### src/frame_buffer_pkg.sv
package frame_buffer_pkg;

    typedef logic [3:0]  pixel_t;    // palette index
    typedef logic [7:0]  colour_t;   // one rgb channel
    typedef logic [7:0]  sd_byte_t;  // card data byte
    typedef logic [31:0] sd_addr_t;  // card byte address

    localparam int       sector_size = 512;         // bytes per card sector
    localparam sd_addr_t image_base  = 32'd512;     // first image follows the directory sector

    typedef enum logic [3:0] {
        dir_read_wait,   // wait for card, then read sector 0
        dir_read,
        idle,
        load_wait,       // wait for card, then read one image sector
        load_sector,
        showing,         // image on screen, waiting for next_image
        drawing,
        save_wait,       // wait for card, then write one image sector
        save_sector,
        dir_write_wait,  // rewrite sector 0 after a save
        dir_write
    } store_state_t;

endpackage

### src/palette_lut.sv
`timescale 1ns/1ps

module palette_lut import frame_buffer_pkg::*; (
    input  pixel_t  index,
    output colour_t red,
    output colour_t green,
    output colour_t blue
);
    always_comb begin
        case (index)
            4'h0:    {red, green, blue} = 24'h000000;  // black
            4'h1:    {red, green, blue} = 24'hFFFFFF;  // white
            4'h2:    {red, green, blue} = 24'hFF0000;  // red
            4'h3:    {red, green, blue} = 24'h00FF00;  // green
            4'h4:    {red, green, blue} = 24'h0000FF;  // blue
            4'h5:    {red, green, blue} = 24'h00FFFF;  // cyan
            4'h6:    {red, green, blue} = 24'hFF00FF;  // magenta
            4'h7:    {red, green, blue} = 24'hFFFF00;  // yellow
            4'h8:    {red, green, blue} = 24'h808080;  // gray
            4'h9:    {red, green, blue} = 24'h6C3082;  // eminence
            4'hA:    {red, green, blue} = 24'hFF0080;  // pink
            4'hB:    {red, green, blue} = 24'hFF8000;  // orange
            4'hC:    {red, green, blue} = 24'h8000FF;  // purple
            4'hD:    {red, green, blue} = 24'h0080FF;  // cool blue
            4'hE:    {red, green, blue} = 24'h00FF80;  // mint green
            default: {red, green, blue} = 24'h80FF00;  // lime green
        endcase
    end

endmodule

### config.mk
export PLATFORM = sky130hd
export DESIGN_NAME = palette_lut
export DESIGN_NICKNAME = d
export VERILOG_FILES = /design/src/frame_buffer_pkg.sv /design/src/palette_lut.sv
export SDC_FILE = /design/constraint.sdc
export NUM_CORES = 1
export LEC_CHECK = 0
export ABC_CLOCK_PERIOD_IN_PS = 1700
export BUFFER_PORTS_ARGS = -buffer_cell sky130_fd_sc_hd__buf_2
export CORE_AREA = 2 2 39 41
export DETAILED_ROUTE_END_ITERATION = 7
export DIE_AREA = 0 0 41 43
export SYNTH_ARGS = -nofsm -noshare
export SYNTH_HDL_FRONTEND = slang
export SYNTH_SLANG_ARGS = --single-unit
### constraint.sdc
create_clock -name vclk -period 1.7
set_clock_uncertainty 0.15 [all_clocks]
set_input_delay 0.17 -clock vclk [all_inputs]
set_output_delay 0.17 -clock vclk [all_outputs]
set_load 0.005 [all_outputs]
## Word-level counts from Yosys, hierarchy flattened

Memories as Yosys holds them, arrays and structs flattened.
Cells that the tools add are included.

| cells by class | value |
|---|---|
| add/subtract/negate cells | 0 |
| multipliers | 0 |
| divide/modulo/power cells | 0 |
| magnitude comparators | 0 |
| eq/ne operators | 0 |
| shift operators | 0 |
| muxes and demuxes | 0 |
| bitwise logic cells | 0 |
| reductions and logical operators | 0 |

| storage, ports and cells | value |
|---|---|
| flip-flop bits (word level) | 0 |
| bits in latches | 0 |
| RAM bits | 0 |
| ROM bits | 384 |
| input bits | 4 |
| output and inout port bits | 24 |
| word-level logic and storage cells | 1 |
| memories kept | 1 |

Memory list:

| memory | words | width | rd ports | clocked after memory_dff | wr ports | RTL line | source |
|---|---|---|---|---|---|---|---|
| (name not given) | 16 | 24 | 1 | 0 | 0 | palette_lut.sv:10 | `case (index)` |

## Longest topological paths before layout

An unclocked memory read counts as a cell.

| logic depth | value |
|---|---|
| depth in word-level cells | 1 |
| depth in mapped cells | 6 |
| depth with buffers taken out | 5 |

## Least setup slack after synthesis

Ideal clock, no wire load.

| path | value |
|---|---|
| path type | input-to-output |
| start | input index[1] |
| end | output red[3] |
| arrival time | 1152 ps |
| data required time | 1380 ps |
| slack | 228 ps |
| stages on the path | 6 |
| buffers on the path | 1 |
| path through | inv_1 ha_1 nor2b_2 a21oi_1 o22ai_1 buf_4 |

| between the ends | value |
|---|---|
| word-level cells in the longest chain between the ends | 1 |

RTL lines:

| item | RTL line | source |
|---|---|---|
| start: declaration | palette_lut.sv:4 | `input pixel_t index,` |
| $mem_v2 Z16 W24 | -- |  |
| end: declaration | palette_lut.sv:5 | `output colour_t red,` |

No other way between the ends.

## Worst setup path after layout

| path | value |
|---|---|
| start | input index[1] |
| end | output red[6] |

The elaborated chain is that of the path after synthesis.

==> impl_metrics.tcl <==
set metrics [dict create \
    overflow 0 \
    n_antenna_cell 0 \
    dpl.hpwl_um 569.4 \
    synth_top_family_by_area "buffers and inverters" \
    worst-path-buf-inv 3 \
    rsz0062_at_grt "false" \
    drive_gt1_frac 0.5077 \
    post-route-drc-count 0 \
    highest_layer "met3" \
    crit_type "in2out" \
    die_y_um 43 \
    via_per_inst 4.160 \
    slew_headroom 0.7217 \
    track_usage 0.07393 \
    dp_cells 81 \
    p_int_uw 61.13 \
    min_period_ns 1.526 \
    slowest_stage "ha_1" \
    switchingPower_uw 62.49 \
    io_pins 28 \
    yosysMostFrequentCell "buf_4" \
    synth_commonest_cells "16 x buf_4, 5 x inv_1, 5 x o21ai_0" \
    rows 14 \
    max_freq_mhz 655.1 \
    cp.arrival_ns 1.21 \
    stdcell_count 81 \
    slew_viol_final 0 \
    io_buffers 28 \
    drt_iter0_drc 3 \
    worst_slew_pin_slew_ns 0.4131 \
    path_cells "buf_2 -> inv_1 -> ha_1 -> nor2b_2 -> a21oi_1 -> o22ai_2 -> buf_2" \
    ys_types 18 \
    grt_max_degree 13 \
    status "completed" \
    start_util 0.2622 \
    synthAdderAreaFrac 0.1379 \
    place_congestion 0.7310 \
    ctsHoldBuffers 0 \
    yosys.area.top_type_share 0.3310 \
    die-area_sq_um 1763 \
    power.leakage_nw 0.2532 \
    synth_warnings 0 \
    syn_to_final_growth_pct 13.79 \
    comb_power_share 1.000 \
    endpoint_kind "primary output" \
    first_pass_iters 4 \
    drv_cap 0 \
    critPathLaunchType "input port" \
    synth_xor_area_frac 0.02414 \
    swShare 0.5055 \
    hp-class "in2out" \
    synth_compound_area_frac 0.2069 \
    antenna_found_initial 0 \
    worstPathRequired_ns 1.38 \
    antenna_left 0 \
    n_clock_buffer 0 \
    hold_violations 0 \
    grt_pass1_wl_um 993 \
    flops_and_latches 0 \
    p_per_area_nw_per_um2 299.4 \
    synthSimpleGateAreaFrac 0.1621 \
    setup_viol 0 \
    dieWidth_um 41 \
    routed_wl_um 657 \
    syn_nets 60 \
    route.layer.met1.wl_um 283 \
    post-cts-setup-buffers 0 \
    critical_path.top_delay_family "buffers and inverters" \
    synth_top_cell_by_area "buf_4" \
    wire_per_inst_um 8.111 \
    synth_area_sq_um 362.8 \
    max-vdd-ir-drop_mv 0.1157 \
    ys_seq_area_frac 0 \
    coreArea_sq_um 1384 \
    regArea_sq_um 0 \
    muxShareOfSynthArea 0.05517 \
    synth.area.top_cells "buf_4 33%, ha_1 14%, o21ai_0 6.9%" \
    cp_common_cell "buf_2" \
    p_clk_frac 0 \
    seq_power_share 0 \
    max_stage_delay_ns 0.26 \
    finalCritPeriodShare 0.8979 \
    fin_tns_setup_ns 0 \
    final_net_count 75 \
    critical_path.max_fanout 4 \
    syn_area_per_cell_sq_um 6.978 \
    wl_met2_um 307 \
    syn_inst 52 \
    dr_wl_met3_um 67 \
    vias 337 \
    grt_pass1_vias 256 \
]
[worst min-delay path, delay by kind of cell]
family,cells,cell delay [ns]
compound gates,1,0.09
buf+inv,2,0.33
[path summary, 6_finish.rpt]
| kind | from | depth (start not counted) | endpoint |
|---|---|---|---|
| max | index[1] | 7 | red[6] |
| min | index[2] | 3 | red[7] |
[logic make-up after synthesis]
family / count (synthesis)
AO/OA/AOI/OAI: 13
XOR/XNOR: 1
adder cells (fa/ha/maj): 4
buffers and inverters: 22
multiplexers: 2
AND/OR/NAND/NOR: 10
[cell usage in the layout (no fill, tap or decap), drive strengths merged]
cell type / netlist / final
nand2: 4 / 4
mux2i: 2 / 2
nor2b: 3 / 3
inv: 5 / 5
a21o: 1 / 1
buf: 17 / 30
o21ai: 5 / 5
a21oi: 4 / 4
nand2b: 1 / 1
ha: 4 / 4
nor2: 1 / 1
o211ai: 1 / 1
a22o: 1 / 1
nor3: 1 / 1
o22ai: 1 / 1
xor2: 1 / 1
[layer usage]
metal	track usage	vias to the layer above
li1	-	182
met1	0.1013	141
met2	0.1313	14
met3	0	0
met4	0	0
met5	0	-
[area by class of cell]
type	count	area, sq um
fillers	172	970.9
multi-input cells	30	219.0
repair buffers	30	155.1
well taps	16	20.02
inverters	5	18.77
[power groups by stage]
stage / clock network (mW) / registers [mW] / logic (mW)
floorplan: 0 / 0 / 0.105
global placement: 0 / 0 / 0.122
detailed placement: 0 / 0 / 0.124
CTS: 0 / 0 / 0.124
global route: 0 / 0 / 0.142
finish: 0 / 0 / 0.124
[what timing repair did]
action                                  in CTS  in global routing
endpoints found under the hold margin        0                  0
endpoints found under the setup margin       0                  4
resized for setup                            0                  1
[metrics by stage]
stage	power [mW]	worst slack, ns	hold slack (ns)	area [sq um]	util
after floorplan	0.1047	0.2280	0.2802	362.8	-
after global placement	0.1224	0.1420	0.6023	406.6	0.2939
after detailed placement	0.1239	0.09362	0.5973	406.6	0.2939
after CTS	0.1241	0.09661	0.6011	406.6	0.2939
after global routing	0.1418	0.05060	0.6578	412.9	0.2984
final	0.1236	0.1736	0.6125	412.9	0.2984
No activity file was read; power rests on OpenSTA's default activity.
