$ cat src/brush_hit.sv
`timescale 1ns/1ps

module brush_hit #(
    parameter int img_width  = 32,
    parameter int img_height = 32
) (
    input  logic [$clog2(img_width)-1:0]  hcount,
    input  logic [$clog2(img_height)-1:0] vcount,
    input  logic [$clog2(img_width)-1:0]  x_in,
    input  logic [$clog2(img_height)-1:0] y_in,
    input  logic [2:0]                    brush_size,
    output logic                          hit
);
    localparam int xw  = $clog2(img_width);
    localparam int yw  = $clog2(img_height);
    localparam int xqw = 2 * xw + 2;                   // width of dx squared
    localparam int yqw = 2 * yw + 2;
    localparam int sw  = ((xqw > yqw) ? xqw : yqw) + 1;  // room for the sum

    logic signed [xw:0] dx;
    logic signed [yw:0] dy;
    logic [xqw-1:0]     dx_sq;
    logic [yqw-1:0]     dy_sq;
    logic [3:0]         radius;
    logic [7:0]         radius_sq;

    assign radius    = {brush_size, 1'b1};             // (size + 1) * 2 - 1
    assign radius_sq = 8'(radius) * 8'(radius);
    assign dx        = $signed({1'b0, hcount}) - $signed({1'b0, x_in});
    assign dy        = $signed({1'b0, vcount}) - $signed({1'b0, y_in});
    assign dx_sq     = xqw'(dx) * xqw'(dx);            // sign extended before squaring
    assign dy_sq     = yqw'(dy) * yqw'(dy);
    assign hit       = sw'(radius_sq) >= (sw'(dx_sq) + sw'(dy_sq));

endmodule

$ cat config.mk
export PLATFORM = sky130hd
export DESIGN_NAME = brush_hit
export DESIGN_NICKNAME = d
export VERILOG_FILES = /design/src/brush_hit.sv
export SDC_FILE = /design/constraint.sdc
export NUM_CORES = 1
export LEC_CHECK = 0
export BUFFER_PORTS_ARGS = -buffer_cell sky130_fd_sc_hd__clkbuf_2
export CORE_AREA = 4 4 90 92
export DETAILED_ROUTE_END_ITERATION = 8
export DIE_AREA = 0 0 94 96
export MAX_ROUTING_LAYER = met4
export PLACE_DENSITY_LB_ADDON = 0.05
export SLEW_MARGIN = 30
export SYNTH_ARGS = -nofsm -noshare
export SYNTH_HDL_FRONTEND = slang
export SYNTH_SLANG_ARGS = --single-unit
$ cat constraint.sdc
create_clock -name vclk -period 10.86
set_clock_uncertainty 0.15 [all_clocks]
set_input_delay 2.172 -clock vclk [all_inputs]
set_output_delay 2.172 -clock vclk [all_outputs]
set_load 0.01 [all_outputs]
# After elaboration in Yosys (flattened, before gate mapping)
# Cells that the tools add are included.
word_totals:
  out_inout_bits: 1
  word_cells: 7
  reg_bits: 0
classes:
  n_lt_le_gt_ge: 1
  mul: 3
  n_addsub: 3
ops:
  columns: ["cell", "count"]
  rows:
  - ["6-bit by 6-bit multiplier with 12-bit output", 2]
  - ["12-bit by 12-bit adder with 13-bit output", 1]
  - ["8-bit by 13-bit greater-or-equal comparator with 1-bit output", 1]
  - ["5-bit by 5-bit subtractor with 6-bit output", 2]
  - ["4-bit by 4-bit multiplier with 8-bit output", 1]

# Depth between registers and ports, before layout
logic_depth:
  depth_word: 4
  depth_mapped: 31

# Least setup slack after synthesis
# Ideal clock, no wire load.
synth_path:
  path_kind: "input-to-output"
  from: "input port hcount[0]"
  to: "output port hit"
  cell_stages: 30
  required_ps: 8538
  setup_slack_ps: 218
  arrival_ps: 8320
  path_cell_list: "inv_1 ha_1 inv_1 fa_1 nand2_1 nand2_1 a21oi_1 xnor2_1 inv_2 nor2_1 inv_1 fa_1 inv_1 fa_1 inv_1 fa_1 inv_1 ha_1 ha_1 a31oi_1 o21ai_1 a21o_1 a21oi_1 xnor2_1 ha_1 xor2_1 or4_4 or2_0 a211o_1 a221oi_2"
synth_via:
  elab_chain_len: 4
synth_lines:
  columns: ["item", "line", "text"]
  rows:
  - ["start: declaration", "7", "input logic [$clog2(img_width)-1:0] hcount,"]
  - ["5-bit by 5-bit subtractor with 6-bit output", "29", "assign dx = $signed({1'b0, hcount}) - $signed({1'b0, x_in});"]
  - ["6-bit by 6-bit multiplier with 12-bit output", "31", "assign dx_sq = xqw'(dx) * xqw'(dx);"]
  - ["12-bit by 12-bit adder with 13-bit output", "33", "assign hit = sw'(radius_sq) >= (sw'(dx_sq) + sw'(dy_sq));"]
  - ["8-bit by 13-bit greater-or-equal comparator with 1-bit output", "33", null]
  - ["end: declaration", "12", "output logic hit"]
# Every way passes these cells.

# Final worst setup path
layout_path:
  from: "input port vcount[0]"
  to: "output port hit"
layout_via:
  elab_chain_len: 4
layout_lines:
  columns: ["item", "line", "text"]
  rows:
  - ["start: declaration", "8", "input logic [$clog2(img_height)-1:0] vcount,"]
  - ["5-bit by 5-bit subtractor with 6-bit output", "30", "assign dy = $signed({1'b0, vcount}) - $signed({1'b0, y_in});"]
  - ["6-bit by 6-bit multiplier with 12-bit output", "32", "assign dy_sq = yqw'(dy) * yqw'(dy);"]
  - ["12-bit by 12-bit adder with 13-bit output", "33", null]
  - ["8-bit by 13-bit greater-or-equal comparator with 1-bit output", "33", null]
# Every way passes these cells.

==> impl_summary.txt <==
----------------------------------------------------
[Cells and area]
  Num sequential ... 0
  Final design area excluding fillers ... 0.00378 sq mm
  Layout cell share with drive strength beyond 1 ... 0.249
  Number of antenna repair diodes ... 0
  Top library cells by usage in the layout, fill and taps aside ... sky130_fd_sc_hd__inv_1 (78), sky130_fd_sc_hd__ha_1 (74), sky130_fd_sc_hd__fa_1 (40), sky130_fd_sc_hd__buf_4 (33), sky130_fd_sc_hd__nor2_1 (30)
  Final standard cell utilization of the core ... 0.525
  Final net count ... 577
  Most frequent standard cell in the layout excluding fill and tap cells ... sky130_fd_sc_hd__inv_1
  Post-synthesis to final-layout area growth ... 21.4%
  Area of combinational cells with multiple inputs ... 0.00296 sq mm
  Filler cell count in the final layout ... 722
  FF/Latch Area ... 0 sq um
  Clock buffer instance count of the final layout ... 0

[STA]
  RSZ-0062 raised after global routing ... yes
  Peak clock frequency supported by timing ... 93.0 MHz
  Number of hold violations in the final report ... 0
  Final critical path time including I/O delays and setup ... 10.75 ns
  Max transition margin ... 0.644
  Final setup violation count ... 0
  Worst-case setup margin in the final layout ... 0.108 ns
  Slew of the pin with the lowest slew margin ... 0.521 ns
  Share of the clock period used by the worst path ... 0.990
  Final Max Tran Viols ... 0
  Post-route setup TNS ... 0 ns

[Routing]
  Final wirelength ... 5770 um
  Post-route DRC ... 0
  Iter 0 DRT Violations ... 44
  Via-to-Cell Ratio ... 4.71
  Routed wirelength normalized by instance count ... 10.9 um
  Remaining antenna violation count ... 0
  Pre-Repair DR Iteration Count ... 4
  Total vias in the final route ... 2493

[Critical path]
  Crit path capture type ... output port
  Required time of the critical path ... 8.54 ns
  Data arrival, critical path ... 8.43 ns
  Most frequent cell on the critical path ... sky130_fd_sc_hd__fa_1
  Setup crit start kind ... input pin
  Critical Path Fanout Max ... 4
  Setup CP Type ... input pin to output port
  Largest stage delay, worst path ... 0.56 ns
  Slowest library cell on the worst path ... sky130_fd_sc_hd__or4_4

[Place]
  Routability congestion estimate from global placement ... 0.824
  Cell area after placement ... 0.00356 sq mm
  HPWL Detailed ... 5370 um
  I/O Buffers ... 24
  Post-placement setup slack ... -0.212 ns

[Synth]
  Synthesis Warnings ... 0
  Yosys cell types ... 29
  Netlist area before placement ... 0.00312 sq mm
  Synthesized Nets ... 518
  Sequential-to-total area share from yosys stat ... 0
  Mean instance size in the synthesized netlist ... 8.36 sq um
  Post-synthesis cell count ... 373

[Worst hold path]
  Hold Crit Class ... input pin to output port

[Die]
  Placeable core region ... 0.00721 sq mm
  Die outline area ... 0.00902 sq mm
  Number of top-level pins ... 24
  Width of the chip ... 94 um
  Row count ... 31
  Effective utilization at floorplan ... 0.432
  Vertical die dimension ... 96 um

[GRT]
  First-pass GRT wire length ... 10300 um
  Maximum number of pins on one net before global-route repair ... 8
  Antenna violations before repair ... 0
  Global route total overflow ... 0
  Tot GR Track Use ... 0.140
  Vias in the first global route ... 2391

[Outcome]
  Run status ... finished, final reports clean

[Flow run]
  Max-capacitance violation count ... 0

----------------------------------------------------
path summary, 6_finish.rpt:
| check | startpoint | to | slack [ns] | cells past startpoint |
|---|---|---|---|---|
| min | brush_size[2] | hit | 5.12 | 7 |
| max | vcount[0] | hit | 0.11 | 30 |
cell usage after synthesis:
master | n | area share
sky130_fd_sc_hd__inv_2 | 9 | 0.011
sky130_fd_sc_hd__a221oi_2 | 1 | 0.0048
sky130_fd_sc_hd__nor2_1 | 37 | 0.045
sky130_fd_sc_hd__or2_2 | 3 | 0.0060
sky130_fd_sc_hd__ha_1 | 80 | 0.32
sky130_fd_sc_hd__nor3_2 | 1 | 0.0032
sky130_fd_sc_hd__o21ai_2 | 1 | 0.0028
sky130_fd_sc_hd__or2_1 | 1 | 0.0020
sky130_fd_sc_hd__nand4_1 | 1 | 0.0020
sky130_fd_sc_hd__or4_4 | 1 | 0.0036
sky130_fd_sc_hd__a211o_1 | 1 | 0.0028
sky130_fd_sc_hd__o21ai_0 | 4 | 0.0064
sky130_fd_sc_hd__nand2b_1 | 3 | 0.0060
sky130_fd_sc_hd__xnor2_1 | 23 | 0.065
sky130_fd_sc_hd__a21o_1 | 6 | 0.014
sky130_fd_sc_hd__fa_1 | 42 | 0.27
sky130_fd_sc_hd__o21ai_1 | 8 | 0.013
sky130_fd_sc_hd__or2_0 | 1 | 0.0020
sky130_fd_sc_hd__a2111oi_0 | 1 | 0.0028
sky130_fd_sc_hd__inv_1 | 79 | 0.095
sky130_fd_sc_hd__o21bai_1 | 2 | 0.0048
sky130_fd_sc_hd__a21oi_1 | 23 | 0.037
sky130_fd_sc_hd__nand2_1 | 21 | 0.025
sky130_fd_sc_hd__xor2_1 | 10 | 0.028
sky130_fd_sc_hd__nor3_1 | 1 | 0.0016
sky130_fd_sc_hd__nand3_1 | 3 | 0.0048
sky130_fd_sc_hd__a21boi_1 | 2 | 0.0048
sky130_fd_sc_hd__nor2b_1 | 4 | 0.0080
sky130_fd_sc_hd__a31oi_1 | 4 | 0.0080
critical path: cells and delay by family:
family                     cells  cell delay, ns
AOI/OAI and AO/OA              7            1.28
xor gates and xnor gates       2            0.28
buffers and inverters          8            0.70
and+or+nand+nor                5            1.06
adders and majority gates      8            2.95
routing by layer:
metal | part of all wire | track usage | vias to the layer above
met5 | 0 | - | -
met4 | 0 | 0 | 0
met3 | 0.031 | 0.00547 | 0
met2 | 0.44 | 0.229 | 28
met1 | 0.53 | 0.208 | 1169
li1 | - | - | 1296
what timing repair did:
item                                    CTS  global route
hold buffers                              0             0
endpoints found under the setup margin    1             1
pin swaps                                 9            20
resized for setup                        15            24
setup buffers                             3             3
cloned                                    0             0
cell families after synthesis:
| kind of cell | count (synthesis) | synth area share |
|---|---|---|
| fa+ha+maj | 122 | 0.591 |
| buf+inv | 88 | 0.106 |
| simple gates | 77 | 0.109 |
| compound gates | 53 | 0.102 |
| xor+xnor | 33 | 0.0927 |
through the flow:
step / hold slack, ns / cells
floorplan: 4.75 / 373
global placement: 5.11 / 523
detailed placement: 5.12 / 523
CTS: 5.13 / 526
global route: 5.19 / 529
finish: 5.12 / 529
final cells by class:
type / count / share of cell area
inverter: 88 / 0.0873
multi-input combinational: 285 / 0.783
tap: 99 / 0.0327
timing repair buffer: 57 / 0.0972
Power is left out: the tool's default activity adds up to more than one toggle a clock period on the data nets, which glitch-free logic cannot reach.
