==> src/frame_buffer_pkg.sv <==
package frame_buffer_pkg;

    typedef logic [3:0]  pixel_t;    // palette index
    typedef logic [7:0]  colour_t;   // one rgb channel
    typedef logic [7:0]  sd_byte_t;  // card data byte
    typedef logic [31:0] sd_addr_t;  // card byte address

    localparam int       sector_size = 512;         // bytes per card sector
    localparam sd_addr_t image_base  = 32'd512;     // first image follows the directory sector

    typedef enum logic [3:0] {
        dir_read_wait,   // wait for card, then read sector 0
        dir_read,
        idle,
        load_wait,       // wait for card, then read one image sector
        load_sector,
        showing,         // image on screen, waiting for next_image
        drawing,
        save_wait,       // wait for card, then write one image sector
        save_sector,
        dir_write_wait,  // rewrite sector 0 after a save
        dir_write
    } store_state_t;

endpackage

==> src/sd_image_store.sv <==
`timescale 1ns/1ps

module sd_image_store import frame_buffer_pkg::*; #(
    parameter int img_pixels = 1024
) (
    input  logic                          clk_25mhz,
    input  logic                          reset_SD_card,
    input  logic                          draw,
    input  logic                          slide_show_en,
    input  logic                          next_image,
    input  pixel_t                        buf_rdata,
    input  logic                          sd_ready,
    input  sd_byte_t                      sd_dout,
    input  logic                          sd_byte_available,
    input  logic                          sd_ready_for_next_byte,
    output logic                          drawing,
    output logic                          busy,
    output logic [$clog2(img_pixels)-1:0] buf_addr,
    output pixel_t                        buf_wdata,
    output logic                          buf_we,
    output logic                          sd_rd,
    output logic                          sd_wr,
    output sd_addr_t                      sd_addr,
    output sd_byte_t                      sd_din
);
    localparam int aw        = $clog2(img_pixels);
    localparam int img_bytes = ((img_pixels + sector_size - 1) / sector_size) * sector_size;
    localparam int cw        = $clog2(img_bytes + 1);

    store_state_t  state;
    sd_addr_t      next_wr;   // next free card address, mirrored in sector 0
    sd_addr_t      rd_ptr;    // next image sector to load
    logic [cw-1:0] pos;       // byte position within the current transfer
    logic          prev_draw, prev_show, prev_next, prev_avail, prev_rfnb;
    logic          draw_fall, show_rise, show_fall, next_rise, avail_rise, rfnb_rise;
    logic          last_byte, image_end, in_image, dir_field;

    assign draw_fall  = prev_draw & ~draw;
    assign show_rise  = slide_show_en & ~prev_show;
    assign show_fall  = ~slide_show_en & prev_show;
    assign next_rise  = next_image & ~prev_next;
    assign avail_rise = sd_byte_available & ~prev_avail;
    assign rfnb_rise  = sd_ready_for_next_byte & ~prev_rfnb;

    assign last_byte = (pos[8:0] == 9'(sector_size - 1));
    assign image_end = (pos == cw'(img_bytes - 1));
    assign in_image  = (pos < cw'(img_pixels));  // past this is sector padding
    assign dir_field = (pos < cw'(4));           // address bytes of sector 0

    // the drawing port hides the state of the same name
    assign drawing = (state == frame_buffer_pkg::drawing);
    assign busy    = !(state inside {idle, showing, frame_buffer_pkg::drawing});

    assign buf_addr  = pos[aw-1:0];
    assign buf_wdata = sd_dout[3:0];
    assign buf_we    = (state == load_sector) && avail_rise && in_image;

    always_ff @(posedge clk_25mhz) begin
        if (reset_SD_card) begin
            state      <= dir_read_wait;
            next_wr    <= image_base;
            rd_ptr     <= image_base;
            pos        <= '0;
            sd_rd      <= 1'b0;
            sd_wr      <= 1'b0;
            sd_addr    <= '0;
            sd_din     <= '0;
            prev_draw  <= 1'b0;
            prev_show  <= 1'b0;
            prev_next  <= 1'b0;
            prev_avail <= 1'b0;
            prev_rfnb  <= 1'b0;
        end else begin
            prev_draw  <= draw;
            prev_show  <= slide_show_en;
            prev_next  <= next_image;
            prev_avail <= sd_byte_available;
            prev_rfnb  <= sd_ready_for_next_byte;
            sd_rd      <= 1'b0;  // strobes last one cycle
            sd_wr      <= 1'b0;
            case (state)
                dir_read_wait: begin
                    if (sd_ready) begin
                        sd_rd   <= 1'b1;
                        sd_addr <= '0;
                        pos     <= '0;
                        state   <= dir_read;
                    end
                end
                dir_read: begin
                    if (avail_rise) begin
                        if (dir_field) begin
                            next_wr[8*pos[1:0] +: 8] <= sd_dout;  // lsb first
                        end
                        pos <= pos + 1'b1;
                        if (last_byte) begin
                            rd_ptr <= image_base;
                            // a blank card reads zero, keep images clear of sector 0
                            if (next_wr < image_base) begin
                                next_wr <= image_base;
                            end
                            state <= slide_show_en ? showing : idle;
                        end
                    end
                end
                idle: begin
                    if (show_rise) begin
                        state <= dir_read_wait;
                    end else if (draw) begin
                        state <= frame_buffer_pkg::drawing;
                    end
                end
                frame_buffer_pkg::drawing: begin
                    if (draw_fall) begin
                        pos   <= '0;
                        state <= save_wait;
                    end
                end
                save_wait: begin
                    if (sd_ready) begin
                        sd_wr   <= 1'b1;
                        sd_addr <= next_wr;
                        state   <= save_sector;
                    end
                end
                save_sector: begin
                    if (rfnb_rise) begin
                        sd_din <= in_image ? sd_byte_t'(buf_rdata) : '0;
                        pos    <= pos + 1'b1;
                        if (last_byte) begin
                            next_wr <= next_wr + sector_size;
                            state   <= image_end ? dir_write_wait : save_wait;
                        end
                    end
                end
                dir_write_wait: begin
                    if (sd_ready) begin
                        sd_wr   <= 1'b1;
                        sd_addr <= '0;
                        pos     <= '0;
                        state   <= dir_write;
                    end
                end
                dir_write: begin
                    if (rfnb_rise) begin
                        sd_din <= dir_field ? next_wr[8*pos[1:0] +: 8] : '0;
                        pos    <= pos + 1'b1;
                        if (last_byte) begin
                            state <= idle;
                        end
                    end
                end
                showing: begin
                    if (show_fall) begin
                        state <= idle;
                    end else if (next_rise) begin
                        pos   <= '0;
                        state <= (rd_ptr < next_wr) ? load_wait : idle;  // idle once all shown
                    end
                end
                load_wait: begin
                    if (sd_ready) begin
                        sd_rd   <= 1'b1;
                        sd_addr <= rd_ptr;
                        state   <= load_sector;
                    end
                end
                load_sector: begin
                    if (avail_rise) begin
                        pos <= pos + 1'b1;
                        if (last_byte) begin
                            rd_ptr <= rd_ptr + sector_size;
                            state  <= image_end ? showing : load_wait;
                        end
                    end
                end
                default: state <= idle;
            endcase
        end
    end

endmodule

==> config.mk <==
export PLATFORM = sky130hd
export DESIGN_NAME = sd_image_store
export DESIGN_NICKNAME = d
export VERILOG_FILES = /design/src/frame_buffer_pkg.sv /design/src/sd_image_store.sv
export SDC_FILE = /design/constraint.sdc
export NUM_CORES = 1
export LEC_CHECK = 0
export BUFFER_PORTS_ARGS = -buffer_cell sky130_fd_sc_hd__buf_2
export CAP_MARGIN = 40
export CORE_MARGIN = 5
export CORE_UTILIZATION = 30
export DETAILED_ROUTE_END_ITERATION = 10
export GPL_ROUTABILITY_DRIVEN = 0
export SLEW_MARGIN = 10
export SYNTH_ARGS = -nofsm -noshare
export SYNTH_HDL_FRONTEND = slang
export SYNTH_SLANG_ARGS = --single-unit
==> constraint.sdc <==
create_clock -name clk_25mhz -period 2.6 [get_ports clk_25mhz]
set_input_delay 0.26 -clock clk_25mhz [delete_from_list [all_inputs] [get_ports clk_25mhz]]
set_output_delay 0.26 -clock clk_25mhz [all_outputs]
set_load 0.005 [all_outputs]
After elaboration in Yosys (flattened, before gate mapping) --
Cells that the tools add are included.
Cells by class: add/sub/neg operators 4, shift-type cells 3, div/mod/pow operators 0, $mul 0, $lt $le $gt $ge 4, reduce and logical (&&, ||, !) cells 23, equal/unequal tests 32, bitwise logic cells 14, multiplexer cells 52
Operators with widths (number):
- two-way mux 32 bit | 13
- one-hot mux 32 bit (2 select lines) | 2
- one-hot mux 32 bit (3 select lines) | 1
- two-way mux 4 bit | 19
- two-way mux 11 bit | 6
- adder 32 x 10 -> 32 bit, second input constant | 2
- one-hot mux 11 bit (5 select lines) | 1
- one-hot mux 4 bit (11 select lines) | 1
- negator 5 -> 34 bit | 1
- variable shift 8 x 34 -> 32 bit, first input constant | 1
- indexed part select 8 x 34 -> 32 bit | 1
- bitwise mux 32 bit | 1
- less-than comparator 32 x 10 -> 1 bit, second input constant | 1
- less-than comparator 32 bit | 1
- indexed part select 32 x 6 -> 8 bit | 1
- != test 2 bit, second input constant | 14
- two-way mux 8 bit | 3
- equality test 4 x 3 -> 1 bit, second input constant | 4
- one-hot mux 8 bit (2 select lines) | 1
- AND reduction 15 bit | 1
- OR reduction 2 bit | 7
- equality test 4 bit, second input constant | 3
- adder 11 x 1 -> 11 bit, second input constant | 1
- equality test 11 x 10 -> 1 bit, second input constant | 1
- 21 further kinds | 45
Word-level totals: bits in read-only memories 0, memories 0, latch bits 0, flip-flop bits (word level) 126, bits in writable memories 0, output and inout port bits 59

Logic depth before layout (Yosys ltp) --
Gate-level depths: netlist of run 1.
depth after elaboration 8, gate-level depth with buffers 12, gate-level depth less buffers 11

Least setup slack after synthesis of run 1 --
No wires, ideal clock.
path type flip-flop to flip-flop, from reg pos[0], to reg next_wr[17], path buffers 1, arrival time 2.504 ns, stages on the path, launching flop included 13, path slack -0.038 ns, cells stage by stage dfxtp_1 -> ha_1 -> nand3_1 -> nor2_1 -> and3_1 -> ha_1 -> nor4b_1 -> nand4_1 -> nor2_1 -> nor2_1 -> clkbuf_1 -> a221oi_1 -> a211oi_1
On the way: cells in the longest elaborated chain, start to end 8
RTL lines:
- start, declared | line sd_image_store.sv:33 | logic [cw-1:0] pos;
- start signal, assigned | line sd_image_store.sv:95 | pos <= pos + 1'b1;
- start signal, assigned | line sd_image_store.sv:129 | pos <= pos + 1'b1;
- start signal, assigned | line sd_image_store.sv:147 | pos <= pos + 1'b1;
- negator 5 -> 34 bit | line sd_image_store.sv:93 | next_wr[8*pos[1:0] +: 8] <= sd_dout;
- indexed part select 8 x 34 -> 32 bit / variable shift 8 x 34 -> 32 bit (equally long branches) | line sd_image_store.sv:93
- bitwise mux 32 bit | line sd_image_store.sv:93
- two-way mux 32 bit | line sd_image_store.sv:92 | if (dir_field) begin
- two-way mux 32 bit | line sd_image_store.sv:99 | if (next_wr < image_base) begin
- two-way mux 32 bit | line sd_image_store.sv:96 | if (last_byte) begin
- two-way mux 32 bit | line sd_image_store.sv:91 | if (avail_rise) begin
- one-hot mux 32 bit (2 select lines) | line sd_image_store.sv:81 | case (state)
- end signal, assigned by index | line sd_image_store.sv:93
- end signal, assigned | line sd_image_store.sv:100 | next_wr <= image_base;
- end signal, assigned | line sd_image_store.sv:131 | next_wr <= next_wr + sector_size;
- end, declared | line sd_image_store.sv:31 | sd_addr_t next_wr;
Parallel ways exist; a longest one is shown, timed or not. The select of a mux whose other input is x is not followed. A chain may end at the register's enable or synchronous reset.

Worst setup path after layout of run 1 --
from reg pos[1], to reg next_wr[8]
Same word-level chain as after synthesis.

==> results of run 1 <==
[cell families (layout without fill, tap and decap cells)]
logic type | Yosys count | in the layout
simple gates | 362 | 362
compound gates | 212 | 212
flops | 117 | 117
buf+inv | 111 | 199
xor+xnor | 33 | 33
fa+ha+maj | 32 | 32
mux | 9 | 9
[cell type report]
type,count,area share
clock buffer,17,0.0498
tap,319,0.0467
sequential,117,0.274
timing repair buffer,135,0.0962
inverter,32,0.0141
clock inverter,15,0.0183
multi-input combinational,648,0.501
[metal layers]
layer / vias to the layer above / wire (um) / global-route usage
li1: 3344 / - / -
met4: 2 / 525 / 0.0640
met1: 3345 / 10100 / 0.225
met5: - / 8 / 0
met3: 48 / 1620 / 0.0459
met2: 232 / 10800 / 0.275
[power groups by stage]
stage               registers [uW]  logic, uW  clock network [uW]
floorplan                     2310       2360                   0
finish                        2420       3440                2340
detailed placement            2450       3400                   0
CTS                           2410       3420                2380
global route                  2460       3810                2470
global placement              2440       3370                   0
[through the flow]
stage                     instances  utilization
after floorplan                 876            -
after global placement         1251        0.338
after detailed placement       1251        0.338
after CTS                      1283        0.363
after global routing           1283        0.365
final                          1283        0.365
[state kept, by name, summed over array words and instances (netlist names)]
signal and cells:
state 4, prev_show 1, rd_ptr 23, prev_next 1, sd_din 8, pos 11
prev_rfnb 1, sd_rd 1, prev_draw 1, next_wr 32, sd_addr 32, sd_wr 1
prev_avail 1
[cell usage after synthesis (all sizes together), types with 5 or more instances]
cell type	n	area (um2)
ha	32	400
a31oi	7	43.8
nand3b	5	50.1
clkbuf	38	144
inv	32	120
nand2	76	288
nor4b	5	80.1
and3	13	81.3
nand4	19	119
nor4	10	83.8
nor2	86	323
a221oi	37	324
a21o	5	37.5
and4	6	52.6
dfxtp	117	2340
a21oi	55	275
buf	41	262
a22oi	15	113
nor3	46	235
nand3	39	205
nor3b	8	70.1
xnor2	24	210
xor2	9	86.3
mux4	8	180
or3	6	37.5
nand2b	8	50.1
a211oi	19	148
o21ai	46	234
nor2b	20	125
[cells in the final DEF (no fill, tap or decap), types with 13 or more instances in the layout]
master                      instances
sky130_fd_sc_hd__buf_2             78
sky130_fd_sc_hd__inv_1             32
sky130_fd_sc_hd__clkbuf_16         17
sky130_fd_sc_hd__dfxtp_1          116
sky130_fd_sc_hd__nand3_1           37
sky130_fd_sc_hd__buf_4             56
sky130_fd_sc_hd__nand2_1           75
sky130_fd_sc_hd__xnor2_1           24
sky130_fd_sc_hd__nor2b_1           20
sky130_fd_sc_hd__nor2_1            85
sky130_fd_sc_hd__nand4_1           19
sky130_fd_sc_hd__a221oi_1          34
sky130_fd_sc_hd__a21oi_1           55
sky130_fd_sc_hd__a211oi_1          18
sky130_fd_sc_hd__nor3_1            45
sky130_fd_sc_hd__o21ai_0           43
sky130_fd_sc_hd__and3_1            13
sky130_fd_sc_hd__a22oi_1           15
sky130_fd_sc_hd__ha_1              32
[how the worst min path moves through the flow]
stage                                        start                  endpoint  cells past startpoint
after CTS                               next_image      prev_next$_SDFF_PP0_                      2
after detailed placement  sd_addr[29]$_SDFFE_PP0P_  sd_addr[29]$_SDFFE_PP0P_                      2
final                                   next_image      prev_next$_SDFF_PP0_                      2
after global routing             sd_byte_available     prev_avail$_SDFF_PP0_                      2
after global placement    sd_addr[21]$_SDFFE_PP0P_  sd_addr[21]$_SDFFE_PP0P_                      2
after floorplan                  sd_byte_available     prev_avail$_SDFF_PP0_                      1
==> out/summary.log, run 1 <==
INFO  setup_path     launching_element_of_the_worst_setup_path=pos[1]$_SDFFE_PP0P_
INFO  placement      port-buffer-count=78
INFO  yosys          ys_ff_latch=117
INFO  cells_and_area layout-area-overhead-vs-synth=20.5%
INFO  setup_path     critical_path_arrival=2.81ns
INFO  power_and_ir_drop p_clk_frac=0.285
INFO  floorplanning  placeableCoreArea=23400um2
INFO  power_and_ir_drop seqPwrFrac=0.295
INFO  setup_path     worst_r2r_endpoint=next_wr[8]$_SDFFE_PP0P_
INFO  sta            max_slew.worst_pin.slew=0.914ns
INFO  cells_and_area multi_input_comb_area=4280um2
INFO  detailed_routing route.vias.total=6971
INFO  clock_network  cts.hold.buffers_added=0
INFO  yosys          ys_dominant_reg_cell=sky130_fd_sc_hd__dfxtp_1
INFO  clock_network  cts_htree_levels=4
INFO  clock_network  clk_sink_count=117
INFO  setup_path     category_of_the_worst_setup_path_launch_point=flop
INFO  global_routing grt_antenna_before_repair=1
INFO  yosys          adder_cell_area_share_of_the_yosys_netlist=0.0564
INFO  clock_network  cts_root_buffer=sky130_fd_sc_hd__clkbuf_16
INFO  yosys          synth_enable_flop_cells=0
INFO  clock_network  numCtsBuffers=17
INFO  yosys          synth-seq-area-share=0.330
INFO  yosys          largest_family_of_logic_cells_by_synthesized_area=simple AND/OR/NAND/NOR gates
INFO  floorplanning  die-height=164um
INFO  setup_path     regToRegStartpoint=pos[1]$_SDFFE_PP0P_
INFO  power_and_ir_drop ir_drop=585uV
INFO  setup_path     worstPathBufferInverterCount=1
INFO  cells_and_area regArea=2340um2
INFO  run            timing.max_cap.violations=0
INFO  placement      detailedPlacementHpwl=16700um
INFO  setup_path     path_cells=ha_1 -> nand3_1 -> nor2_1 -> and3_1 -> ha_1 -> buf_4 -> a21oi_1 -> o21ba_1 -> nand2_2 -> or3_1 -> a21oi_1
INFO  clock_network  count_of_instances_resized_after_the_clock_tree_is_built=0
INFO  outcome        run_status=completed
INFO  power_and_ir_drop p_per_area=960nW/um2
INFO  sta            fin_setup_tns=0ns
INFO  placement      postPlaceCellArea=7920um2
INFO  power_and_ir_drop power.switching=3360uW
INFO  yosys          synth_xor_area_frac=0.0418
INFO  power_and_ir_drop power.internal=4840uW
INFO  power_and_ir_drop switching_share=0.410
INFO  sta            post-route-worst-setup-slack=0.153ns
INFO  sta            max_freq=0.409GHz
INFO  sta            skew=0.00953ns
INFO  detailed_routing remaining_drc_errors=0
INFO  sta            tightest_slew_margin_relative_to_the_limit=0.391
INFO  power_and_ir_drop share_comb_of_total_power=0.419
INFO  setup_path     cpPeakStageDelay=0.40ns
INFO  sta            setup_viol=0
INFO  setup_path     required=2.96ns
INFO  sta            fin_crit=2.45ns
INFO  yosys          synth_cell_types=73
INFO  power_and_ir_drop design_power_total=8210uW
INFO  yosys          syn-num-nets=928
INFO  yosys          post_synthesis_mux_area_share=0.0270
INFO  yosys          gate_count_of_the_mapped_netlist=876
INFO  floorplanning  dieArea=26800um2
INFO  setup_path     critPathTopFamily=simple AND/OR/NAND/NOR gates
INFO  cells_and_area layout.nets=1003
INFO  sta            maxSlewViolCount=0
INFO  yosys          synthesis.area=7100um2
INFO  setup_path     critical_path.endpoint_type=flop
INFO  sta            hold_slack=0.0553ns
INFO  detailed_routing wl=23100um
INFO  sta            rsz0062_at_grt=yes
INFO  floorplanning  initial_utilization=0.303
INFO  floorplanning  io-pin-count=79
INFO  global_routing grt_first_pass_wirelength=36400um
INFO  floorplanning  fp-row-count=56
INFO  global_routing first_global_vias=6555
INFO  yosys          synthesis.yosys.warnings=0
INFO  floorplanning  floorplan.die.width=164um
INFO  cells_and_area layout-drive-gt1-share=0.212
INFO  placement      place_worst_setup_slack=0.0643ns
INFO  detailed_routing drt_first_pass_iters=5
INFO  cells_and_area antenna-diode-count=0
INFO  setup_path     worst_path_max_delay_cell=sky130_fd_sc_hd__o21ba_1
INFO  yosys          syn-mean-instance-area=8.10um2
INFO  global_routing globalRoute.totalOverflow=0
INFO  detailed_routing route.detailed.vias_per_inst=5.43
INFO  sta            final_hold_viol_count=0
INFO  global_routing pin_count_of_the_biggest_net_entering_global_routing=79
INFO  sta            post-route-period-util=0.941
INFO  hold_path      timing.hold.worst.class=in2reg
INFO  global_routing globalRouteTotalUtil=0.173
INFO  setup_path     path_depth=11
INFO  detailed_routing drtIter0Drc=602
INFO  clock_network  post-cts-setup-buffer-count=0
INFO  setup_path     worst-r2r-cell-count=11
INFO  cells_and_area nFillCells=2456
INFO  setup_path     reg2reg_setup_slack=0.15ns
INFO  detailed_routing drt.antenna.violating_nets=0
INFO  detailed_routing route.detailed.wl_per_inst=18.0um
INFO  clock_network  worst_skew_pair.late_latency=0.43ns
INFO  setup_path     worstPathMaxFanout=5
INFO  yosys          synthSimpleGateAreaFrac=0.271
INFO  setup_path     worst_setup_path_endpoint=next_wr[8]$_SDFFE_PP0P_
INFO  clock_network  clock_path_buffers=2
INFO  setup_path     setup.worst_path.class=reg2reg
INFO  yosys          async_reset_ff_frac=0
INFO  cells_and_area final_cell_area=8550um2
INFO  power_and_ir_drop leakagePower=0.00326uW
INFO  clock_network  worst_setup_hold_path_clk_slew=0.06ns
INFO  clock_network  cts_tree=yes
INFO  yosys          synth-compound-area-share=0.200
Power figures use the tool's default switching activity.
==> run 2: changes to the inputs <==
--- a/config.mk
+++ b/config.mk
@@ -5,6 +5,7 @@
 export SDC_FILE = /design/constraint.sdc
 export NUM_CORES = 1
 export LEC_CHECK = 0
+export ABC_AREA = 1
 export BUFFER_PORTS_ARGS = -buffer_cell sky130_fd_sc_hd__buf_2
 export CAP_MARGIN = 40
 export CORE_MARGIN = 5
==> constraint.sdc (replaced) <==
create_clock -name clk_25mhz -period 2.9 [get_ports clk_25mhz]
set_input_delay 0.29 -clock clk_25mhz [delete_from_list [all_inputs] [get_ports clk_25mhz]]
set_output_delay 0.29 -clock clk_25mhz [all_outputs]
set_load 0.005 [all_outputs]
==> out/summary.log, run 2 <==
INFO  yosys          syn-num-nets=1174 [was 928]
INFO  yosys          async_reset_ff_frac=0 [unchanged]
INFO  clock_network  worst_setup_hold_path_clk_slew=0.06ns [about the same]
INFO  detailed_routing remaining_drc_errors=0 [unchanged]
INFO  setup_path     critical_path.endpoint_type=flop [unchanged]
INFO  cells_and_area layout-drive-gt1-share=0.142 [was 0.212]
INFO  setup_path     critical_path_arrival=2.91ns [was 2.81 ns]
INFO  yosys          synth.cells.most_frequent=212 x sky130_fd_sc_hd__nand2_1, 154 x sky130_fd_sc_hd__a21oi_1, 117 x sky130_fd_sc_hd__dfxtp_1 [was 117 x sky130_fd_sc_hd__dfxtp_1, 86 x sky130_fd_sc_hd__nor2_1, 75 x sky130_fd_sc_hd__nand2_1]
INFO  global_routing globalRoute.totalOverflow=0 [unchanged]
INFO  yosys          synth-seq-area-share=0.317 [was 0.330]
INFO  detailed_routing drt_first_pass_iters=6 [was 5]
INFO  yosys          gate_count_of_the_mapped_netlist=1122 [was 876]
INFO  detailed_routing drtIter0Drc=748 [was 602]
INFO  floorplanning  die-height=167um [was 164 um]
INFO  floorplanning  fp-row-count=57 [was 56]
INFO  yosys          synth.top_cell.area_share=0.317 [was 0.330]
INFO  floorplanning  io-pin-count=79 [unchanged]
INFO  yosys          synth_most_common_cell=sky130_fd_sc_hd__nand2_1 [was sky130_fd_sc_hd__dfxtp_1]
INFO  run            timing.max_cap.violations=0 [unchanged]
INFO  global_routing grt_first_pass_wirelength=40200um [was 36400 um]
INFO  setup_path     required=3.20ns [was 2.96 ns]
INFO  cells_and_area largestRegisters=next_wr (32), sd_addr (32), rd_ptr (23) [unchanged]
INFO  hold_path      timing.hold.worst.class=in2reg [unchanged]
INFO  global_routing grt_antenna_before_repair=0 [was 1]
INFO  detailed_routing wl=25200um [was 23100 um]
INFO  setup_path     worstPathMaxFanout=19 [was 5]
INFO  placement      placed_cells=1481 [was 1251]
INFO  sta            fin_crit=2.61ns [was 2.45 ns]
INFO  clock_network  numCtsBuffers=17 [unchanged]
INFO  yosys          ys_ff_latch=117 [unchanged]
INFO  yosys          synthesis.yosys.warnings=0 [unchanged]
INFO  detailed_routing drt.antenna.violating_nets=0 [unchanged]
INFO  yosys          synthesis.area=7400um2 [was 7100 um2]
INFO  detailed_routing route.detailed.wl_per_inst=16.7um [was 18.0 um]
INFO  clock_network  cts_htree_levels=4 [unchanged]
INFO  power_and_ir_drop leakagePower=0.00357uW [was 0.00326 uW]
INFO  global_routing first_global_vias=7345 [was 6555]
INFO  sta            max_slew.worst_pin.slew=0.807ns [was 0.914 ns]
INFO  cells_and_area layout.cells.non_filler=1514 [was 1283]
INFO  sta            final_hold_viol_count=0 [unchanged]
INFO  setup_path     category_of_the_worst_setup_path_launch_point=flop [unchanged]
INFO  sta            maxSlewViolCount=0 [unchanged]
INFO  detailed_routing route.detailed.vias_per_inst=5.21 [was 5.43]
INFO  power_and_ir_drop p_per_area=861nW/um2 [was 960 nW/um2]
INFO  sta            skew=0.00534ns [was 0.00953 ns]
INFO  power_and_ir_drop design_power_total=7410uW [was 8210 uW]
INFO  clock_network  cts_root_buffer=sky130_fd_sc_hd__clkbuf_16 [unchanged]
INFO  global_routing pin_count_of_the_biggest_net_entering_global_routing=42 [was 79]
INFO  floorplanning  placeableCoreArea=24300um2 [was 23400 um2]
INFO  yosys          yosys.area.top_type=sky130_fd_sc_hd__dfxtp_1 [unchanged]
INFO  setup_path     setup.worst_path.class=reg2reg [unchanged]
INFO  cells_and_area antenna-diode-count=0 [unchanged]
INFO  sta            tightest_slew_margin_relative_to_the_limit=0.459 [was 0.391]
INFO  power_and_ir_drop ir_drop=468uV [was 585 uV]
INFO  clock_network  clk_sink_count=117 [unchanged]
INFO  yosys          synth_enable_flop_cells=0 [unchanged]
INFO  cells_and_area finalCoreUtilization=0.354 [was 0.365]
INFO  sta            hold_slack=0.0835ns [was 0.0553 ns]
INFO  sta            max_freq=0.383GHz [was 0.409 GHz]
INFO  placement      detailedPlacementHpwl=18700um [was 16700 um]
INFO  outcome        run_status=completed [unchanged]
INFO  cells_and_area nFillCells=2644 [was 2456]
INFO  placement      port-buffer-count=78 [unchanged]
INFO  yosys          netlist_top_cells_area=sky130_fd_sc_hd__dfxtp_1 32%, sky130_fd_sc_hd__nand2_1 11%, sky130_fd_sc_hd__a21oi_1 10%, sky130_fd_sc_hd__o21ai_0 6.2%, sky130_fd_sc_hd__ha_1 5.4% [was sky130_fd_sc_hd__dfxtp_1 33%, sky130_fd_sc_hd__ha_1 5.6%, sky130_fd_sc_hd__a221oi_1 4.6%, sky130_fd_sc_hd__nor2_1 4.5%, sky130_fd_sc_hd__nand2_1 4.0%]
INFO  sta            fin_setup_tns=0ns [unchanged]
INFO  cells_and_area layout-area-overhead-vs-synth=16.4% [was 20.5%]
INFO  cells_and_area layout.cells.most_common_list=211 x sky130_fd_sc_hd__nand2_1, 154 x sky130_fd_sc_hd__a21oi_1, 117 x sky130_fd_sc_hd__dfxtp_1 [was 116 x sky130_fd_sc_hd__dfxtp_1, 85 x sky130_fd_sc_hd__nor2_1, 78 x sky130_fd_sc_hd__buf_2]
INFO  sta            rsz0062_at_grt=no [was yes]
INFO  cells_and_area regArea=2340um2 [about the same]
INFO  yosys          syn-mean-instance-area=6.59um2 [was 8.10 um2]
INFO  clock_network  worst_skew_pair.late_latency=0.42ns [was 0.43 ns]
INFO  detailed_routing route.vias.total=7889 [was 6971]
INFO  sta            setup_viol=0 [unchanged]
INFO  yosys          synth_cell_types=47 [was 73]
INFO  floorplanning  dieArea=27900um2 [was 26800 um2]
INFO  floorplanning  initial_utilization=0.304 [was 0.303]
INFO  sta            post-route-period-util=0.901 [was 0.941]
INFO  yosys          ys_dominant_reg_cell=sky130_fd_sc_hd__dfxtp_1 [unchanged]
INFO  cells_and_area layout_commonest_cell=sky130_fd_sc_hd__nand2_1 [was sky130_fd_sc_hd__dfxtp_1]
INFO  floorplanning  floorplan.die.width=167um [was 164 um]
INFO  cells_and_area multi_input_comb_area=4320um2 [was 4280 um2]
INFO  cells_and_area layout.nets=1229 [was 1003]
INFO  global_routing globalRouteTotalUtil=0.178 [was 0.173]
INFO  clock_network  clock_path_buffers=2 [unchanged]
INFO  clock_network  cts_tree=yes [unchanged]
## run 2: stage by stage
stage          worst slack (ns)  cell area [um2]
4_1_cts                   0.123             8590
3_3_place_gp              0.333             8000
5_1_grt                  0.0113             8610
2_1_floorplan             0.422             7400
3_5_place_dp              0.180             8020
6_report                  0.288             8610
## run 2: cell type report
type,instances,area share
well taps,324,0.0471
multi-input cells,829,0.502
clock buffers,23,0.0567
clock inverters,9,0.00886
repair buffers,94,0.0622
flip-flops and latches,117,0.272
inverters,118,0.0516
## run 2: worst paths after layout
kind | start | to | slack (ns) | cells past startpoint
max | pos[3]$_SDFFE_PP0P_ | next_wr[8]$_SDFFE_PP0P_ | 0.29 | 12
min | sd_ready_for_next_byte | prev_rfnb$_SDFF_PP0_ | 0.08 | 3
max reg2reg | pos[3]$_SDFFE_PP0P_ | next_wr[8]$_SDFFE_PP0P_ | 0.29 | 12
min reg2reg | sd_addr[1]$_SDFFE_PP0P_ | sd_addr[1]$_SDFFE_PP0P_ | 0.46 | 2
## run 2: power by group
part           leakage, uW  switching [uW]  internal (uW)
Clock             0.000282             767           1260
Combinational      0.00234            2140            985
Sequential        0.000952             339           1930
Total              0.00357            3240           4170
## run 2: routing by layer
| layer | part of all wire | routed length [um] | global-route usage |
|---|---|---|---|
| met5 | 0 | 0 | 0 |
| met4 | 0.033 | 827 | 0.0708 |
| met3 | 0.063 | 1600 | 0.0344 |
| met2 | 0.48 | 12100 | 0.297 |
| met1 | 0.42 | 10700 | 0.225 |
## run 2: logic make-up (layout without fill, tap and decap cells)
family / Yosys count / after routing / synth area share
adder cells (fa/ha/maj): 32 / 32 / 0.0541
flip-flops: 117 / 117 / 0.317
AND/OR/NAND/NOR: 477 / 477 / 0.287
buffers and inverters: 177 / 244 / 0.103
AO/OA/AOI/OAI: 310 / 311 / 0.228
XOR/XNOR: 9 / 9 / 0.0107
## run 2: repair_timing
item,CTS,global route
buffers inserted,0,0
resized for setup,0,3
hold buffers,0,0
setup endpoints to repair,0,11
## run 2: worst max-delay path, stage by stage (launching register included)
cell and delay (ns):
sky130_fd_sc_hd__dfxtp_1 0.40, sky130_fd_sc_hd__nand2_1 0.14, sky130_fd_sc_hd__nor2_1 0.11, sky130_fd_sc_hd__nand3_1 0.15
sky130_fd_sc_hd__nor3_1 0.20, sky130_fd_sc_hd__ha_2 0.30, sky130_fd_sc_hd__nand3_1 0.10, sky130_fd_sc_hd__nor3_1 0.16
sky130_fd_sc_hd__nand4_1 0.19, sky130_fd_sc_hd__nand2_2 0.18, sky130_fd_sc_hd__inv_2 0.19, sky130_fd_sc_hd__o21ai_4 0.27
sky130_fd_sc_hd__nor3_1 0.09
==> run 3: changes to the inputs <==
--- a/config.mk
+++ b/config.mk
@@ -12,6 +12,7 @@
 export CORE_UTILIZATION = 30
 export DETAILED_ROUTE_END_ITERATION = 10
 export GPL_ROUTABILITY_DRIVEN = 0
+export PLACE_DENSITY = 0.49
 export SLEW_MARGIN = 10
 export SYNTH_ARGS = -nofsm -noshare
 export SYNTH_HDL_FRONTEND = slang
==> out/summary.log, run 3 (synthesis results as in run 2) <==
INFO  outcome        run_status=completed [unchanged]
INFO  setup_path     most_common_cell_on_crit_path=sky130_fd_sc_hd__nor3_1 [unchanged]
INFO  hold_path      timing.hold.worst.class=in2reg [unchanged]
INFO  detailed_routing route.detailed.wl_per_inst=17.5um [was 16.7 um]
INFO  sta            maxSlewViolCount=0 [unchanged]
INFO  sta            fin_crit=2.67ns [was 2.61 ns]
INFO  floorplanning  dieArea=27900um2 [unchanged]
INFO  setup_path     worst_path_max_delay_cell=sky130_fd_sc_hd__dfxtp_1 [unchanged]
INFO  clock_network  cts.hold.buffers_added=0 [unchanged]
INFO  detailed_routing remaining_drc_errors=0 [unchanged]
INFO  sta            rsz0062_at_grt=no [unchanged]
INFO  clock_network  count_of_instances_resized_after_the_clock_tree_is_built=0 [unchanged]
INFO  setup_path     critical_path_arrival=2.96ns [was 2.91 ns]
INFO  setup_path     worstPathBufferInverterCount=1 [unchanged]
INFO  setup_path     path_cells=nand2_1 -> nor2_1 -> nand3_1 -> nor3_1 -> ha_1 -> nand3_1 -> nor3_1 -> nand4_1 -> nand2_1 -> inv_2 -> o21ai_2 -> nor3_1 [was nand2_1 -> nor2_1 -> nand3_1 -> nor3_1 -> ha_2 -> nand3_1 -> nor3_1 -> nand4_1 -> nand2_2 -> inv_2 -> o21ai_4 -> nor3_1]
INFO  global_routing first_global_vias=7122 [was 7345]
INFO  floorplanning  fp-row-count=57 [unchanged]
INFO  hold_path      min_delay_path_depth=3 [unchanged]
INFO  placement      postPlaceCellArea=8040um2 [was 8020 um2]
INFO  hold_path      hold_start=sd_ready_for_next_byte [unchanged]
INFO  cells_and_area layout.cells.most_common_list=212 x sky130_fd_sc_hd__nand2_1, 154 x sky130_fd_sc_hd__a21oi_1, 117 x sky130_fd_sc_hd__dfxtp_1 [was 211 x sky130_fd_sc_hd__nand2_1, 154 x sky130_fd_sc_hd__a21oi_1, 117 x sky130_fd_sc_hd__dfxtp_1]
INFO  setup_path     worstPathMaxFanout=18 [was 19]
INFO  setup_path     path_depth=12 [unchanged]
INFO  power_and_ir_drop leakagePower=0.00362uW [was 0.00357 uW]
INFO  detailed_routing drt_first_pass_iters=5 [was 6]
INFO  sta            skew=0.00991ns [was 0.00534 ns]
INFO  sta            max_slew.worst_pin.slew=0.797ns [was 0.807 ns]
INFO  setup_path     critPathTopFamily=simple AND/OR/NAND/NOR gates [unchanged]
INFO  hold_path      hold-path-endpoint=prev_rfnb$_SDFF_PP0_ [unchanged]
INFO  detailed_routing drtIter0Drc=641 [was 748]
INFO  setup_path     category_of_the_worst_setup_path_launch_point=flop [unchanged]
INFO  clock_network  clock_path_buffers=2 [unchanged]
INFO  setup_path     critical_path.endpoint_type=flop [unchanged]
INFO  placement      detailedPlacementHpwl=20100um [was 18700 um]
INFO  detailed_routing wl=26600um [was 25200 um]
INFO  setup_path     regToRegStartpoint=pos[3]$_SDFFE_PP0P_ [unchanged]
INFO  global_routing pin_count_of_the_biggest_net_entering_global_routing=56 [was 42]
INFO  clock_network  clk_sink_count=117 [unchanged]
INFO  placement      port-buffer-count=78 [unchanged]
INFO  power_and_ir_drop p_per_area=884nW/um2 [was 861 nW/um2]
INFO  floorplanning  initial_utilization=0.304 [unchanged]
INFO  setup_path     required=3.19ns [was 3.20 ns]
INFO  setup_path     setup.worst_path.class=reg2reg [unchanged]
INFO  floorplanning  io-pin-count=79 [unchanged]
INFO  cells_and_area final_cell_area=8670um2 [was 8610 um2]
INFO  clock_network  cts_htree_levels=4 [unchanged]
INFO  detailed_routing drt.antenna.violating_nets=0 [unchanged]
INFO  cells_and_area layout.cells.non_filler=1519 [was 1514]
INFO  setup_path     reg2reg_setup_slack=0.23ns [was 0.29 ns]
INFO  cells_and_area layout-area-overhead-vs-synth=17.3% [was 16.4%]
INFO  floorplanning  die-height=167um [unchanged]
INFO  sta            final_hold_viol_count=0 [unchanged]
INFO  clock_network  numCtsBuffers=17 [unchanged]
INFO  floorplanning  floorplan.die.width=167um [unchanged]
INFO  global_routing grt_antenna_before_repair=1 [was 0]
INFO  sta            tightest_slew_margin_relative_to_the_limit=0.468 [was 0.459]
INFO  setup_path     worst-r2r-cell-count=12 [unchanged]
INFO  clock_network  worst_skew_pair.late_latency=0.42ns [about the same]
INFO  clock_network  cts_tree=yes [unchanged]
INFO  cells_and_area layout-drive-gt1-share=0.144 [was 0.142]
INFO  cells_and_area layout_commonest_cell=sky130_fd_sc_hd__nand2_1 [unchanged]
INFO  run            timing.max_cap.violations=0 [unchanged]
INFO  setup_path     worst_r2r_endpoint=next_wr[1]$_SDFFE_PP0P_ [was next_wr[8]$_SDFFE_PP0P_]
INFO  setup_path     cpPeakStageDelay=0.40ns [about the same]
INFO  cells_and_area layout.nets=1233 [was 1229]
INFO  detailed_routing route.detailed.vias_per_inst=5.10 [was 5.21]
INFO  detailed_routing route.vias.total=7741 [was 7889]
INFO  power_and_ir_drop ir_drop=317uV [was 468 uV]
INFO  floorplanning  placeableCoreArea=24300um2 [unchanged]
INFO  sta            post-route-period-util=0.920 [was 0.901]
INFO  global_routing globalRoute.totalOverflow=0 [unchanged]
INFO  sta            fin_setup_tns=0ns [unchanged]
INFO  sta            max_freq=0.375GHz [was 0.383 GHz]
INFO  global_routing globalRouteTotalUtil=0.187 [was 0.178]
INFO  cells_and_area largestRegisters=next_wr (32), sd_addr (32), rd_ptr (23) [unchanged]
INFO  clock_network  post-cts-setup-buffer-count=0 [unchanged]
INFO  clock_network  cts_root_buffer=sky130_fd_sc_hd__clkbuf_16 [unchanged]
INFO  global_routing grt_first_pass_wirelength=41600um [was 40200 um]
INFO  sta            setup_viol=0 [unchanged]
INFO  placement      placed_cells=1486 [was 1481]
INFO  clock_network  worst_setup_hold_path_clk_slew=0.06ns [about the same]
[run 3: metrics by stage]
stage          hold slack (ns)  power (uW)  setup slack, ns  utilization
4_1_cts                 0.0638        7700            0.294        0.357
3_3_place_gp             0.452        5380            0.434        0.330
3_5_place_dp             0.452        5370            0.316        0.330
6_report                0.0774        7660            0.232        0.357
2_1_floorplan            0.410        4340            0.422            -
5_1_grt                 0.0792        8220          0.00564        0.357
[run 3: worst max path at each step]
stage | start | endpoint | slack [ns]
after floorplan | pos[1]$_SDFFE_PP0P_ | next_wr[23]$_SDFFE_PP0P_ | 0.42
after global placement | pos[3]$_SDFFE_PP0P_ | next_wr[1]$_SDFFE_PP0P_ | 0.43
after detailed placement | pos[3]$_SDFFE_PP0P_ | next_wr[1]$_SDFFE_PP0P_ | 0.32
after CTS | pos[3]$_SDFFE_PP0P_ | next_wr[1]$_SDFFE_PP0P_ | 0.29
after global routing | pos[3]$_SDFFE_PP0P_ | next_wr[1]$_SDFFE_PP0P_ | 0.006
final | pos[3]$_SDFFE_PP0P_ | next_wr[1]$_SDFFE_PP0P_ | 0.23
[run 3: tightest hold or removal path, stage by stage]
cell	delay, ns
sky130_fd_sc_hd__buf_2	0.08
sky130_fd_sc_hd__inv_1	0.03
sky130_fd_sc_hd__nor2_1	0.07
[run 3: final cells by class]
class | count | area [um2]
inverter | 118 | 444
antenna | 1 | 2.50
fill | 2661 | 15600
timing repair buffer | 99 | 548
multi-input combinational | 828 | 4300
clock buffer | 20 | 457
clock inverter | 12 | 178
sequential | 117 | 2340
tap | 324 | 405
[run 3: metal layers]
| metal | GRT usage | share of wire | vias to the layer above |
|---|---|---|---|
| met3 | 0.0284 | 0.047 | 28 |
| met1 | 0.260 | 0.47 | 3561 |
| met2 | 0.302 | 0.46 | 216 |
| met5 | 0 | 0 | - |
| li1 | - | - | 3936 |
| met4 | 0.0544 | 0.018 | 0 |
[run 3: power by group]
group / internal (uW) / switching (uW) / leakage (uW)
clock: 1480 / 829 / 0.000310
sequential: 1930 / 360 / 0.000952
combinational: 952 / 2110 / 0.00235
total: 4370 / 3300 / 0.00362
